--- src/logic/frame_pkg.sv ---
package frame_pkg;

  // ----------------------------------------------------------------------
  // stream types
  // ----------------------------------------------------------------------

  typedef logic [7:0] byte_t;   // one stream data byte.
  typedef logic [7:0] count_t;  // statistics counter that saturates at 255.

  typedef struct packed {
    byte_t data;
    logic  last;  // final beat of a frame.
    logic  bad;   // checksum failure on a last beat only.
  } stream_beat_t;

  // ----------------------------------------------------------------------
  // frame FIFO depth
  // ----------------------------------------------------------------------

  localparam int FIFO_ADDR_WIDTH = 4;
  localparam int FIFO_DEPTH      = 2 ** FIFO_ADDR_WIDTH;

  // pointers carry one extra wrap bit.
  typedef logic [FIFO_ADDR_WIDTH:0] fifo_ptr_t;

endpackage
--- src/logic/frame_buffer.sv ---
`timescale 1ns/1ps

module frame_buffer (
  input  logic                    clk,
  input  logic                    rst,
  input  frame_pkg::stream_beat_t s_beat,
  input  logic                    s_valid,
  output logic                    s_ready,
  output frame_pkg::stream_beat_t m_beat,
  output logic                    m_valid,
  input  logic                    m_ready,
  output frame_pkg::count_t       good_count,
  output frame_pkg::count_t       bad_count,
  output frame_pkg::count_t       overflow_count
);
  import frame_pkg::*;

  stream_beat_t chk_beat;  // checker to FIFO.
  logic         chk_valid;
  logic         chk_ready;
  stream_beat_t buf_beat;  // FIFO to trailer strip.
  logic         buf_valid;
  logic         buf_ready;
  logic         good_frame;
  logic         bad_frame;
  logic         overflow;

  // ----------------------------------------------------------------------
  // input side
  // ----------------------------------------------------------------------

  checksum_check checksum_check_inst (
    .clk     (clk),
    .rst     (rst),
    .s_beat  (s_beat),
    .s_valid (s_valid),
    .s_ready (s_ready),
    .m_beat  (chk_beat),
    .m_valid (chk_valid),
    .m_ready (chk_ready)
  );

  frame_fifo frame_fifo_inst (
    .clk        (clk),
    .rst        (rst),
    .s_beat     (chk_beat),
    .s_valid    (chk_valid),
    .s_ready    (chk_ready),
    .m_beat     (buf_beat),
    .m_valid    (buf_valid),
    .m_ready    (buf_ready),
    .good_frame (good_frame),
    .bad_frame  (bad_frame),
    .overflow   (overflow)
  );

  // ----------------------------------------------------------------------
  // output side
  // ----------------------------------------------------------------------

  trailer_strip trailer_strip_inst (
    .clk     (clk),
    .rst     (rst),
    .s_beat  (buf_beat),
    .s_valid (buf_valid),
    .s_ready (buf_ready),
    .m_beat  (m_beat),
    .m_valid (m_valid),
    .m_ready (m_ready)
  );

  frame_stats frame_stats_inst (
    .clk            (clk),
    .rst            (rst),
    .good_frame     (good_frame),
    .bad_frame      (bad_frame),
    .overflow       (overflow),
    .good_count     (good_count),
    .bad_count      (bad_count),
    .overflow_count (overflow_count)
  );

endmodule

--- src/logic/frame_stats.sv ---
`timescale 1ns/1ps

module frame_stats (
  input  logic              clk,
  input  logic              rst,
  input  logic              good_frame,
  input  logic              bad_frame,
  input  logic              overflow,
  output frame_pkg::count_t good_count,
  output frame_pkg::count_t bad_count,
  output frame_pkg::count_t overflow_count
);
  import frame_pkg::*;

  // holds at all ones.
  function automatic count_t sat_inc(input count_t cnt);
    if (cnt == '1) begin
      return cnt;
    end
    return count_t'(cnt + 1'b1);
  endfunction

  always_ff @(posedge clk) begin
    if (rst) begin
      good_count     <= '0;
      bad_count      <= '0;
      overflow_count <= '0;
    end else begin
      if (good_frame) begin
        good_count <= sat_inc(good_count);
      end
      if (bad_frame) begin
        bad_count <= sat_inc(bad_count);
      end
      if (overflow) begin
        overflow_count <= sat_inc(overflow_count);
      end
    end
  end

endmodule

--- src/logic/trailer_strip.sv ---
`timescale 1ns/1ps

module trailer_strip (
  input  logic                    clk,
  input  logic                    rst,
  input  frame_pkg::stream_beat_t s_beat,
  input  logic                    s_valid,
  output logic                    s_ready,
  output frame_pkg::stream_beat_t m_beat,
  output logic                    m_valid,
  input  logic                    m_ready
);
  import frame_pkg::*;

  byte_t pend_data;   // held payload byte.
  logic  pend_valid;
  logic  out_free;
  logic  take;
  logic  release_pend;

  assign out_free     = !m_valid || m_ready;
  // an empty holding slot can always take a beat without releasing one.
  assign s_ready      = !pend_valid || out_free;
  assign take         = s_valid && s_ready;
  assign release_pend = take && pend_valid;

  // ----------------------------------------------------------------------
  // control
  // ----------------------------------------------------------------------

  always_ff @(posedge clk) begin
    if (rst) begin
      pend_valid <= 1'b0;
      m_valid    <= 1'b0;
    end else begin
      if (release_pend) begin
        m_valid <= 1'b1;
      end else if (m_ready) begin
        m_valid <= 1'b0;
      end
      if (take) begin
        // checksum beat is swallowed and leaves the slot empty.
        pend_valid <= !s_beat.last;
      end
    end
  end

  // ----------------------------------------------------------------------
  // data path
  // ----------------------------------------------------------------------

  always_ff @(posedge clk) begin
    if (take && !s_beat.last) begin
      pend_data <= s_beat.data;
    end
    if (release_pend) begin
      // last moves from the checksum beat onto the final payload byte.
      m_beat <= '{data: pend_data, last: s_beat.last, bad: 1'b0};
    end
  end

endmodule

--- src/logic/frame_fifo.sv ---
`timescale 1ns/1ps

module frame_fifo (
  input  logic                    clk,
  input  logic                    rst,
  input  frame_pkg::stream_beat_t s_beat,
  input  logic                    s_valid,
  output logic                    s_ready,
  output frame_pkg::stream_beat_t m_beat,
  output logic                    m_valid,
  input  logic                    m_ready,
  output logic                    good_frame,
  output logic                    bad_frame,
  output logic                    overflow
);
  import frame_pkg::*;

  stream_beat_t mem [0:FIFO_DEPTH-1];

  fifo_ptr_t wr_ptr;           // committed write pointer.
  fifo_ptr_t wr_ptr_next;
  fifo_ptr_t wr_ptr_cur;       // write pointer of the frame in progress.
  fifo_ptr_t wr_ptr_cur_next;
  fifo_ptr_t wr_ptr_vis;       // committed pointer as seen by the read side.
  fifo_ptr_t rd_ptr;

  logic drop_frame;
  logic drop_next;
  logic good_next;
  logic bad_next;
  logic overflow_next;
  logic take;
  logic write;
  logic full_cur;
  logic empty;

  stream_beat_t mem_data;
  logic         mem_valid;
  logic         store_out;
  logic         read;

  assign s_ready = 1'b1;  // drops when full and never stalls.
  assign take    = s_valid && s_ready;

  assign full_cur = (wr_ptr_cur[FIFO_ADDR_WIDTH] != rd_ptr[FIFO_ADDR_WIDTH]) &&
                    (wr_ptr_cur[FIFO_ADDR_WIDTH-1:0] == rd_ptr[FIFO_ADDR_WIDTH-1:0]);
  assign empty    = (wr_ptr_vis == rd_ptr);

  // ----------------------------------------------------------------------
  // write side
  // ----------------------------------------------------------------------

  always_comb begin
    write           = 1'b0;
    wr_ptr_next     = wr_ptr;
    wr_ptr_cur_next = wr_ptr_cur;
    drop_next       = drop_frame;
    good_next       = 1'b0;
    bad_next        = 1'b0;
    overflow_next   = 1'b0;
    if (take) begin
      if (full_cur || drop_frame) begin
        drop_next = 1'b1;  // discard the rest of this frame.
        if (s_beat.last) begin
          wr_ptr_cur_next = wr_ptr;
          drop_next       = 1'b0;
          overflow_next   = 1'b1;
        end
      end else begin
        write           = 1'b1;
        wr_ptr_cur_next = wr_ptr_cur + 1'b1;
        if (s_beat.last) begin
          if (s_beat.bad) begin
            wr_ptr_cur_next = wr_ptr;  // roll back.
            bad_next        = 1'b1;
          end else begin
            wr_ptr_next = wr_ptr_cur + 1'b1;  // commit.
            good_next   = 1'b1;
          end
        end
      end
    end
  end

  always_ff @(posedge clk) begin
    if (rst) begin
      wr_ptr     <= '0;
      wr_ptr_cur <= '0;
      drop_frame <= 1'b0;
      good_frame <= 1'b0;
      bad_frame  <= 1'b0;
      overflow   <= 1'b0;
    end else begin
      wr_ptr     <= wr_ptr_next;
      wr_ptr_cur <= wr_ptr_cur_next;
      drop_frame <= drop_next;
      good_frame <= good_next;
      bad_frame  <= bad_next;
      overflow   <= overflow_next;
    end
  end

  // ----------------------------------------------------------------------
  // read side through a memory read register and an output register
  // ----------------------------------------------------------------------

  assign store_out = m_ready || !m_valid;
  assign read      = (store_out || !mem_valid) && !empty;

  always_ff @(posedge clk) begin
    if (rst) begin
      wr_ptr_vis <= '0;
      rd_ptr     <= '0;
      mem_valid  <= 1'b0;
      m_valid    <= 1'b0;
    end else begin
      wr_ptr_vis <= wr_ptr;
      if (store_out || !mem_valid) begin
        mem_valid <= !empty;
      end
      if (read) begin
        rd_ptr <= rd_ptr + 1'b1;
      end
      if (store_out) begin
        m_valid <= mem_valid;
      end
    end
  end

  always_ff @(posedge clk) begin
    if (write) begin
      mem[wr_ptr_cur[FIFO_ADDR_WIDTH-1:0]] <= s_beat;
    end
    if (read) begin
      mem_data <= mem[rd_ptr[FIFO_ADDR_WIDTH-1:0]];
    end
    if (store_out) begin
      m_beat <= '{data: mem_data.data, last: mem_data.last, bad: 1'b0};
    end
  end

endmodule

--- src/logic/checksum_check.sv ---
`timescale 1ns/1ps

module checksum_check (
  input  logic                    clk,
  input  logic                    rst,
  input  frame_pkg::stream_beat_t s_beat,
  input  logic                    s_valid,
  output logic                    s_ready,
  output frame_pkg::stream_beat_t m_beat,
  output logic                    m_valid,
  input  logic                    m_ready
);
  import frame_pkg::*;

  byte_t sum;       // running sum of the frame so far.
  logic  take;
  logic  mismatch;

  assign s_ready  = !m_valid || m_ready;  // free or draining this cycle.
  assign take     = s_valid && s_ready;
  assign mismatch = (sum != s_beat.data);

  // ----------------------------------------------------------------------
  // control and checksum accumulator
  // ----------------------------------------------------------------------

  always_ff @(posedge clk) begin
    if (rst) begin
      m_valid <= 1'b0;
      sum     <= '0;
    end else begin
      if (take) begin
        m_valid <= 1'b1;
        if (s_beat.last) begin
          sum <= '0;  // next frame starts clean.
        end else begin
          sum <= byte_t'(sum + s_beat.data);
        end
      end else if (m_ready) begin
        m_valid <= 1'b0;
      end
    end
  end

  // ----------------------------------------------------------------------
  // output register
  // ----------------------------------------------------------------------

  always_ff @(posedge clk) begin
    if (take) begin
      m_beat.data <= s_beat.data;
      m_beat.last <= s_beat.last;
      // trailer byte must equal the sum of everything before it.
      m_beat.bad  <= s_beat.last && mismatch;
    end
  end

endmodule

--- config.mk ---
export PLATFORM = sky130hd
export DESIGN_NAME = frame_buffer
export DESIGN_NICKNAME = d
export VERILOG_FILES = /design/src/logic/frame_pkg.sv /design/src/logic/frame_buffer.sv /design/src/logic/frame_stats.sv /design/src/logic/trailer_strip.sv /design/src/logic/frame_fifo.sv /design/src/logic/checksum_check.sv
export SDC_FILE = /design/constraint.sdc
export NUM_CORES = 1
export LEC_CHECK = 0
export BUFFER_PORTS_ARGS = -buffer_cell sky130_fd_sc_hd__buf_2
export CAP_MARGIN = 15
export CORE_ASPECT_RATIO = 0.75
export CORE_MARGIN = 1.5
export CORE_UTILIZATION = 40
export DETAILED_ROUTE_END_ITERATION = 12
export PLACE_DENSITY = 0.61
export SLEW_MARGIN = 40
export SYNTH_ARGS = -nofsm -noshare
export SYNTH_HDL_FRONTEND = slang
export SYNTH_SLANG_ARGS = --single-unit
--- constraint.sdc ---
create_clock -name clk -period 2.7 [get_ports clk]
set_input_delay 0.27 -clock clk [delete_from_list [all_inputs] [get_ports clk]]
set_output_delay 0.27 -clock clk [all_outputs]
set_load 0.03 [all_outputs]
* Word level (Yosys, flattened, before mapping) *
Memory sizes are Yosys's and may differ from the RTL's. A register that Yosys moved wholly into a read port is not among the register bits.
Cells that the tools add are included.

cells by class
  divide/modulo/power cells = 0
  equal/unequal tests = 11
  bitwise operators = 3
  multipliers = 0
  add/subtract/negate cells = 6
  shift operators = 0
  muxes and demuxes = 28
  order comparisons = 0
  reduce and logical (&&, ||, !) cells = 26

operator list
  cell                   count
  $mux W8                4
  $add A8 B1 Y8 const B  3
  $eq A8 B8 Y1 const B   3
  $mux W1                20
  $mux W5                4
  $add A5 B1 Y5 const B  2
  $reduce_and A2 Y1      5
  $add A8 B8 Y8          1
  $ne A2 B2 Y1 const B   4
  $ne A8 B8 Y1           1
  $logic_and A1 B1 Y1    6
  $logic_not A1 Y1       6
  $eq A5 B5 Y1           1
  $logic_or A1 B1 Y1     5
  $eq A4 B4 Y1           1
  $reduce_or A4 Y1       1
  $not A1 Y1             3
  $reduce_and A3 Y1      1
  $reduce_or A3 Y1       1
  $reduce_bool A2 Y1     1
  $ne A1 B1 Y1           1

word-level totals
  register bits after elaboration = 97
  bits in latches = 0
  bits in read-only memories = 0
  bits in writable memories = 160
  memories kept = 1

memory list
  memory               words  bits a word  read ports  clocked after memory_dff  write ports  RTL line          source
  frame_fifo_inst.mem  16     10           1           1                         1            frame_fifo.sv:18  stream_beat_t mem [0:FIFO_DEPTH-1];

* Depth between registers and ports, before layout *
  depth after elaboration = 7
  depth in mapped cells = 8

* Modules after synthesis *
Synthesis repeated with hierarchy kept, for this count alone.

second synthesis, totals
  cell total of the unflattened synthesis = 668
  area, all modules = 10,453.8 µm²

by module, submodules not included
  module          cells each  area an instance (µm²)  seq. area each (µm²)  times used
  frame_fifo      407         7,502.2                 5,385.2               1
  frame_stats     141         1,372.6                 480.5                 1
  checksum_check  89          958.4                   480.5                 1
  trailer_strip   31          620.6                   550.5                 1

* Worst setup path after synthesis *
No wires, ideal clock.

  path type = flip-flop to flip-flop
  start point = reg frame_fifo_inst.wr_ptr_cur[3]
  end point = mem frame_fifo_inst.mem[0][1] (netlist name), enable pin
  period minus slack after synthesis = 2.122 ns
  buffers on the path = 1
  arrival time = 1.748 ns
  setup slack = 0.578 ns
  stages on the path, launching flop included = 7
  setup time = 0.374 ns
  cells stage by stage = dfxtp_1 buf_2 xor2_1 nor3_2 a21o_1 or3_1 nor2_1

on the way
  cells in the longest elaborated chain, start to end = 7

RTL lines
  item                           RTL line           source
  start: declaration             frame_fifo.sv:22   fifo_ptr_t wr_ptr_cur;
  start signal: assignment       frame_fifo.sv:95   wr_ptr_cur <= wr_ptr_cur_next;
  $eq A4 B4 Y1                   frame_fifo.sv:46   (wr_ptr_cur[FIFO_ADDR_WIDTH-1:0] == rd_ptr[FIFO_ADDR_WIDTH-1:0]);
  $logic_and A1 B1 Y1            frame_fifo.sv:45   assign full_cur = (wr_ptr_cur[FIFO_ADDR_WIDTH] != rd_ptr[FIFO_ADDR_WIDTH]) &&
  $logic_or A1 B1 Y1             frame_fifo.sv:62   if (full_cur || drop_frame) begin
  $mux W1                        frame_fifo.sv:62
  $mux W1                        frame_fifo.sv:61   if (take) begin
  $mux W1                        frame_fifo.sv:131  if (write) begin
  $mux W1 (implied by the code)  frame_fifo.sv:132  mem[wr_ptr_cur[FIFO_ADDR_WIDTH-1:0]] <= s_beat;
  end: declaration               frame_fifo.sv:18

Parallel ways exist; a longest one is shown, timed or not.

* Final worst setup path *
  start point = reg frame_fifo_inst.wr_ptr_cur[2]
  end point = mem frame_fifo_inst.mem[3][6] (netlist name), enable pin

Same word-level chain as after synthesis.

==> metrics.yaml <==
final_nets: 722
fp.dieW_um: 185
tns_ns: 0
finClkSkew_ns: 0.00797
routabilityCongestion: 0.865
synth_edf_count: 189
cp-start-kind: "flip-flop"
hp-class: "in -> reg"
grt_pass1_wl_mm: 29.6
synth_mux_area_share_pct: 10.9
synth_top_family_by_area: "multiplexers"
cts_tree: "done"
drt_pass1_iterations: 7
p_comb_share_pct: 13.5
power_switching_mw: 2.13
via_per_inst: 5.19
hold-worst-slack_ns: 0.0673
seq_power_share_pct: 50.5
drc: 0
holdPathStages: 1
cp-end-kind: "flip-flop"
drive_gt1_share_pct: 21.7
tritoncts.num_buffers: 24
synth_common_cells: "edfxtp_1 (189), dfxtp_1 (61), nor2_1 (61)"
final_util_pct: 47.4
synth_nets: 643
die_y_um: 139
ant_nets: 0
syn_avg_cell_area_um2: 16.1
grt_max_degree: 53
synth_compound_area_share_pct: 4.27
area_delta_synth_final_pct: 15.7
ys.flop_type: "edfxtp_1"
core-area_um2: 24200
min_from: "s_beat[9]"
via_count: 5399
postLayoutCellArea_um2: 11400
timing.max_cap.violations: 0
reg2reg_to: "frame_fifo_inst.mem[3][6]$_DFFE_PP_"
synth-adder-area-share_pct: 2.10
netlist_area_um2: 9900
vdd.ir_drop.worst_mv: 0.450
rrSetupSlack_ns: 0.46
yosys.area_share.simple_pct: 7.73
antenna_found_initial: 0
r2r_cells: 6
internal_power_mw: 6.91
rows: 49
place_ws_ns: 0.498
slew-limit-headroom_pct: 47.8
clkLatencyLatePin_ns: 0.51
grt_overflow: 0
hold_path_end: "checksum_check_inst.m_beat[9]$_DFFE_PP_"
track_usage_pct: 14.9
cp_max_fo: 11
p_leak_nw: 3.92
setup_ws_ns: 0.459
antenna_cells: 0
power.density_nw_per_um2: 790
finalSetupViolations: 0
synth_warnings: 0
yosysMostFrequentCell: "edfxtp_1"
yosys.area.top_type: "edfxtp_1"
rsz0062_at_grt: "false"
dp.cells: 988
wirelength_mm: 18.5
clockBufferDepth: 3
dieArea_um2: 25700
drtIter0Drc: 432
stdcell_count: 1041
crit_arrival_ns: 2.44
period_needed_ns: 2.24
hpwlAfterDp_mm: 12.4
place_area_um2: 10600
start_util_pct: 41.0
required_ns: 2.90
ys_ff_latch: 250
timing.rr.start: "frame_fifo_inst.wr_ptr_cur[2]$_SDFFE_PP0P_"
finalCritPeriodShare_pct: 83.0
io_buffers: 46
syn_inst: 613
fmaxAchievable_ghz: 0.446
hold_viol_final: 0
worstMarginPinSlew_ns: 0.782
grt_pass1_vias: 5345
clockPowerShare_pct: 36.0
synth_cell_types: 55
yosysSeqAreaShare_pct: 69.7
synth_top_cells_by_area: "edfxtp_1 (57%), dfxtp_1 (12%), mux4_2 (10%)"
cts.clk_slew.worst_paths_ns: 0.06
worstSetupPathType: "reg -> reg"
clock-root-buffer: "clkbuf_16"
outcome: "completed"
wl_per_cell_um: 17.7
switching_share_pct: 23.5
async_flop_share_pct: 0
synth_top_area_share_pct: 57.4
finalPower_mw: 9.04
htreeDepth: 1
synth_xor_area_share_pct: 3.36
slew_violations: 0
ios: 50
cts_sinks: 250
post-cts-setup-buffers: 0
-- layer usage --
metal | routed length, um | GRT usage [%] | vias up
li1 | - | - | 2518
met1 | 8770 | 22.8 | 2694
met2 | 8200 | 21.9 | 159
met3 | 1110 | 2.90 | 28
met4 | 397 | 3.72 | 0
met5 | 0 | 0 | -
-- worst max-delay path: stages, from the launching register on --
cell and delay (ns):
dfxtp_1 0.55, xor2_1 0.24, nor2_1 0.15, a21o_1 0.27, or3_1 0.40, nor2_1 0.12
buf_4 0.21
-- flip-flops by register name (all words and copies together) (netlist names), 5 cells and up --
| register | count |
|---|---|
| frame_stats_inst.good_count | 8 |
| frame_stats_inst.overflow_count | 8 |
| frame_fifo_inst.rd_ptr | 5 |
| trailer_strip_inst.m_beat | 9 |
| checksum_check_inst.sum | 8 |
| trailer_strip_inst.pend_data | 8 |
| frame_stats_inst.bad_count | 8 |
| frame_fifo_inst.mem_data | 9 |
| frame_fifo_inst.wr_ptr_vis | 5 |
| frame_fifo_inst.wr_ptr | 5 |
| frame_fifo_inst.mem | 144 |
| frame_fifo_inst.m_beat | 9 |
| frame_fifo_inst.wr_ptr_cur | 5 |
| checksum_check_inst.m_beat | 10 |
-- cell usage in the layout, fill, tap and decap left out, types with 18 or more instances in the layout --
master and count:
buf_2 46, buf_4 22, clkbuf_16 25, dfxtp_1 60, edfxtp_1 189, mux4_2 45, nand2_1 26, nor2_1 61
xnor2_1 18, xor2_1 20
-- power by group through the flow --
stage               logic, mW  clock network (mW)  registers, mW
floorplan               0.976                   0           4.59
global placement         1.21                   0           4.63
detailed placement       1.22                   0           4.65
CTS                      1.24                3.35           4.57
global route             1.34                3.50           4.59
finish                   1.22                3.26           4.56
-- worst max-delay path by stage --
| stage | start | to | slack, ns | depth (start not counted) |
|---|---|---|---|---|
| 6_report | frame_fifo_inst.wr_ptr_cur[2]$_SDFFE_PP0P_ | frame_fifo_inst.mem[3][6]$_DFFE_PP_ | 0.46 | 6 |
| 2_1_floorplan | frame_fifo_inst.wr_ptr_cur[3]$_SDFFE_PP0P_ | frame_fifo_inst.mem[0][1]$_DFFE_PP_ | 0.58 | 6 |
| 3_3_place_gp | frame_fifo_inst.wr_ptr_cur[2]$_SDFFE_PP0P_ | frame_fifo_inst.mem[0][9]$_DFFE_PP_ | 0.53 | 6 |
| 3_5_place_dp | frame_fifo_inst.wr_ptr_cur[2]$_SDFFE_PP0P_ | frame_fifo_inst.mem[3][9]$_DFFE_PP_ | 0.50 | 6 |
| 4_1_cts | frame_fifo_inst.wr_ptr_cur[2]$_SDFFE_PP0P_ | frame_fifo_inst.mem[3][6]$_DFFE_PP_ | 0.47 | 6 |
| 5_1_grt | frame_fifo_inst.wr_ptr_cur[2]$_SDFFE_PP0P_ | frame_fifo_inst.mem[2][6]$_DFFE_PP_ | 0.29 | 6 |
-- cells by family (layout without fill, tap and decap cells) --
| logic type | Yosys count | in the layout |
|---|---|---|
| multiplexers | 52 | 52 |
| flip-flops | 250 | 250 |
| XOR/XNOR | 38 | 38 |
| other | 2 | 2 |
| AO/OA/AOI/OAI | 60 | 60 |
| adder cells (fa/ha/maj) | 16 | 16 |
| AND/OR/NAND/NOR | 159 | 159 |
| buffers and inverters | 36 | 133 |
-- cell type report --
cell class | count | area (um^2)
fill | 2090 | 12700
timing repair buffer | 78 | 505
sequential | 250 | 6900
inverter | 11 | 41.3
clock inverter | 16 | 131
tap | 331 | 414
multi-input combinational | 327 | 2820
clock buffer | 28 | 637
-- what timing repair did --
| item | in CTS | in global routing |
|---|---|---|
| hold buffers | 9 | 0 |
| gates resized for setup | 0 | 0 |
| hold endpoints to repair | 12 | 0 |
(Power assumes the default switching activity.)
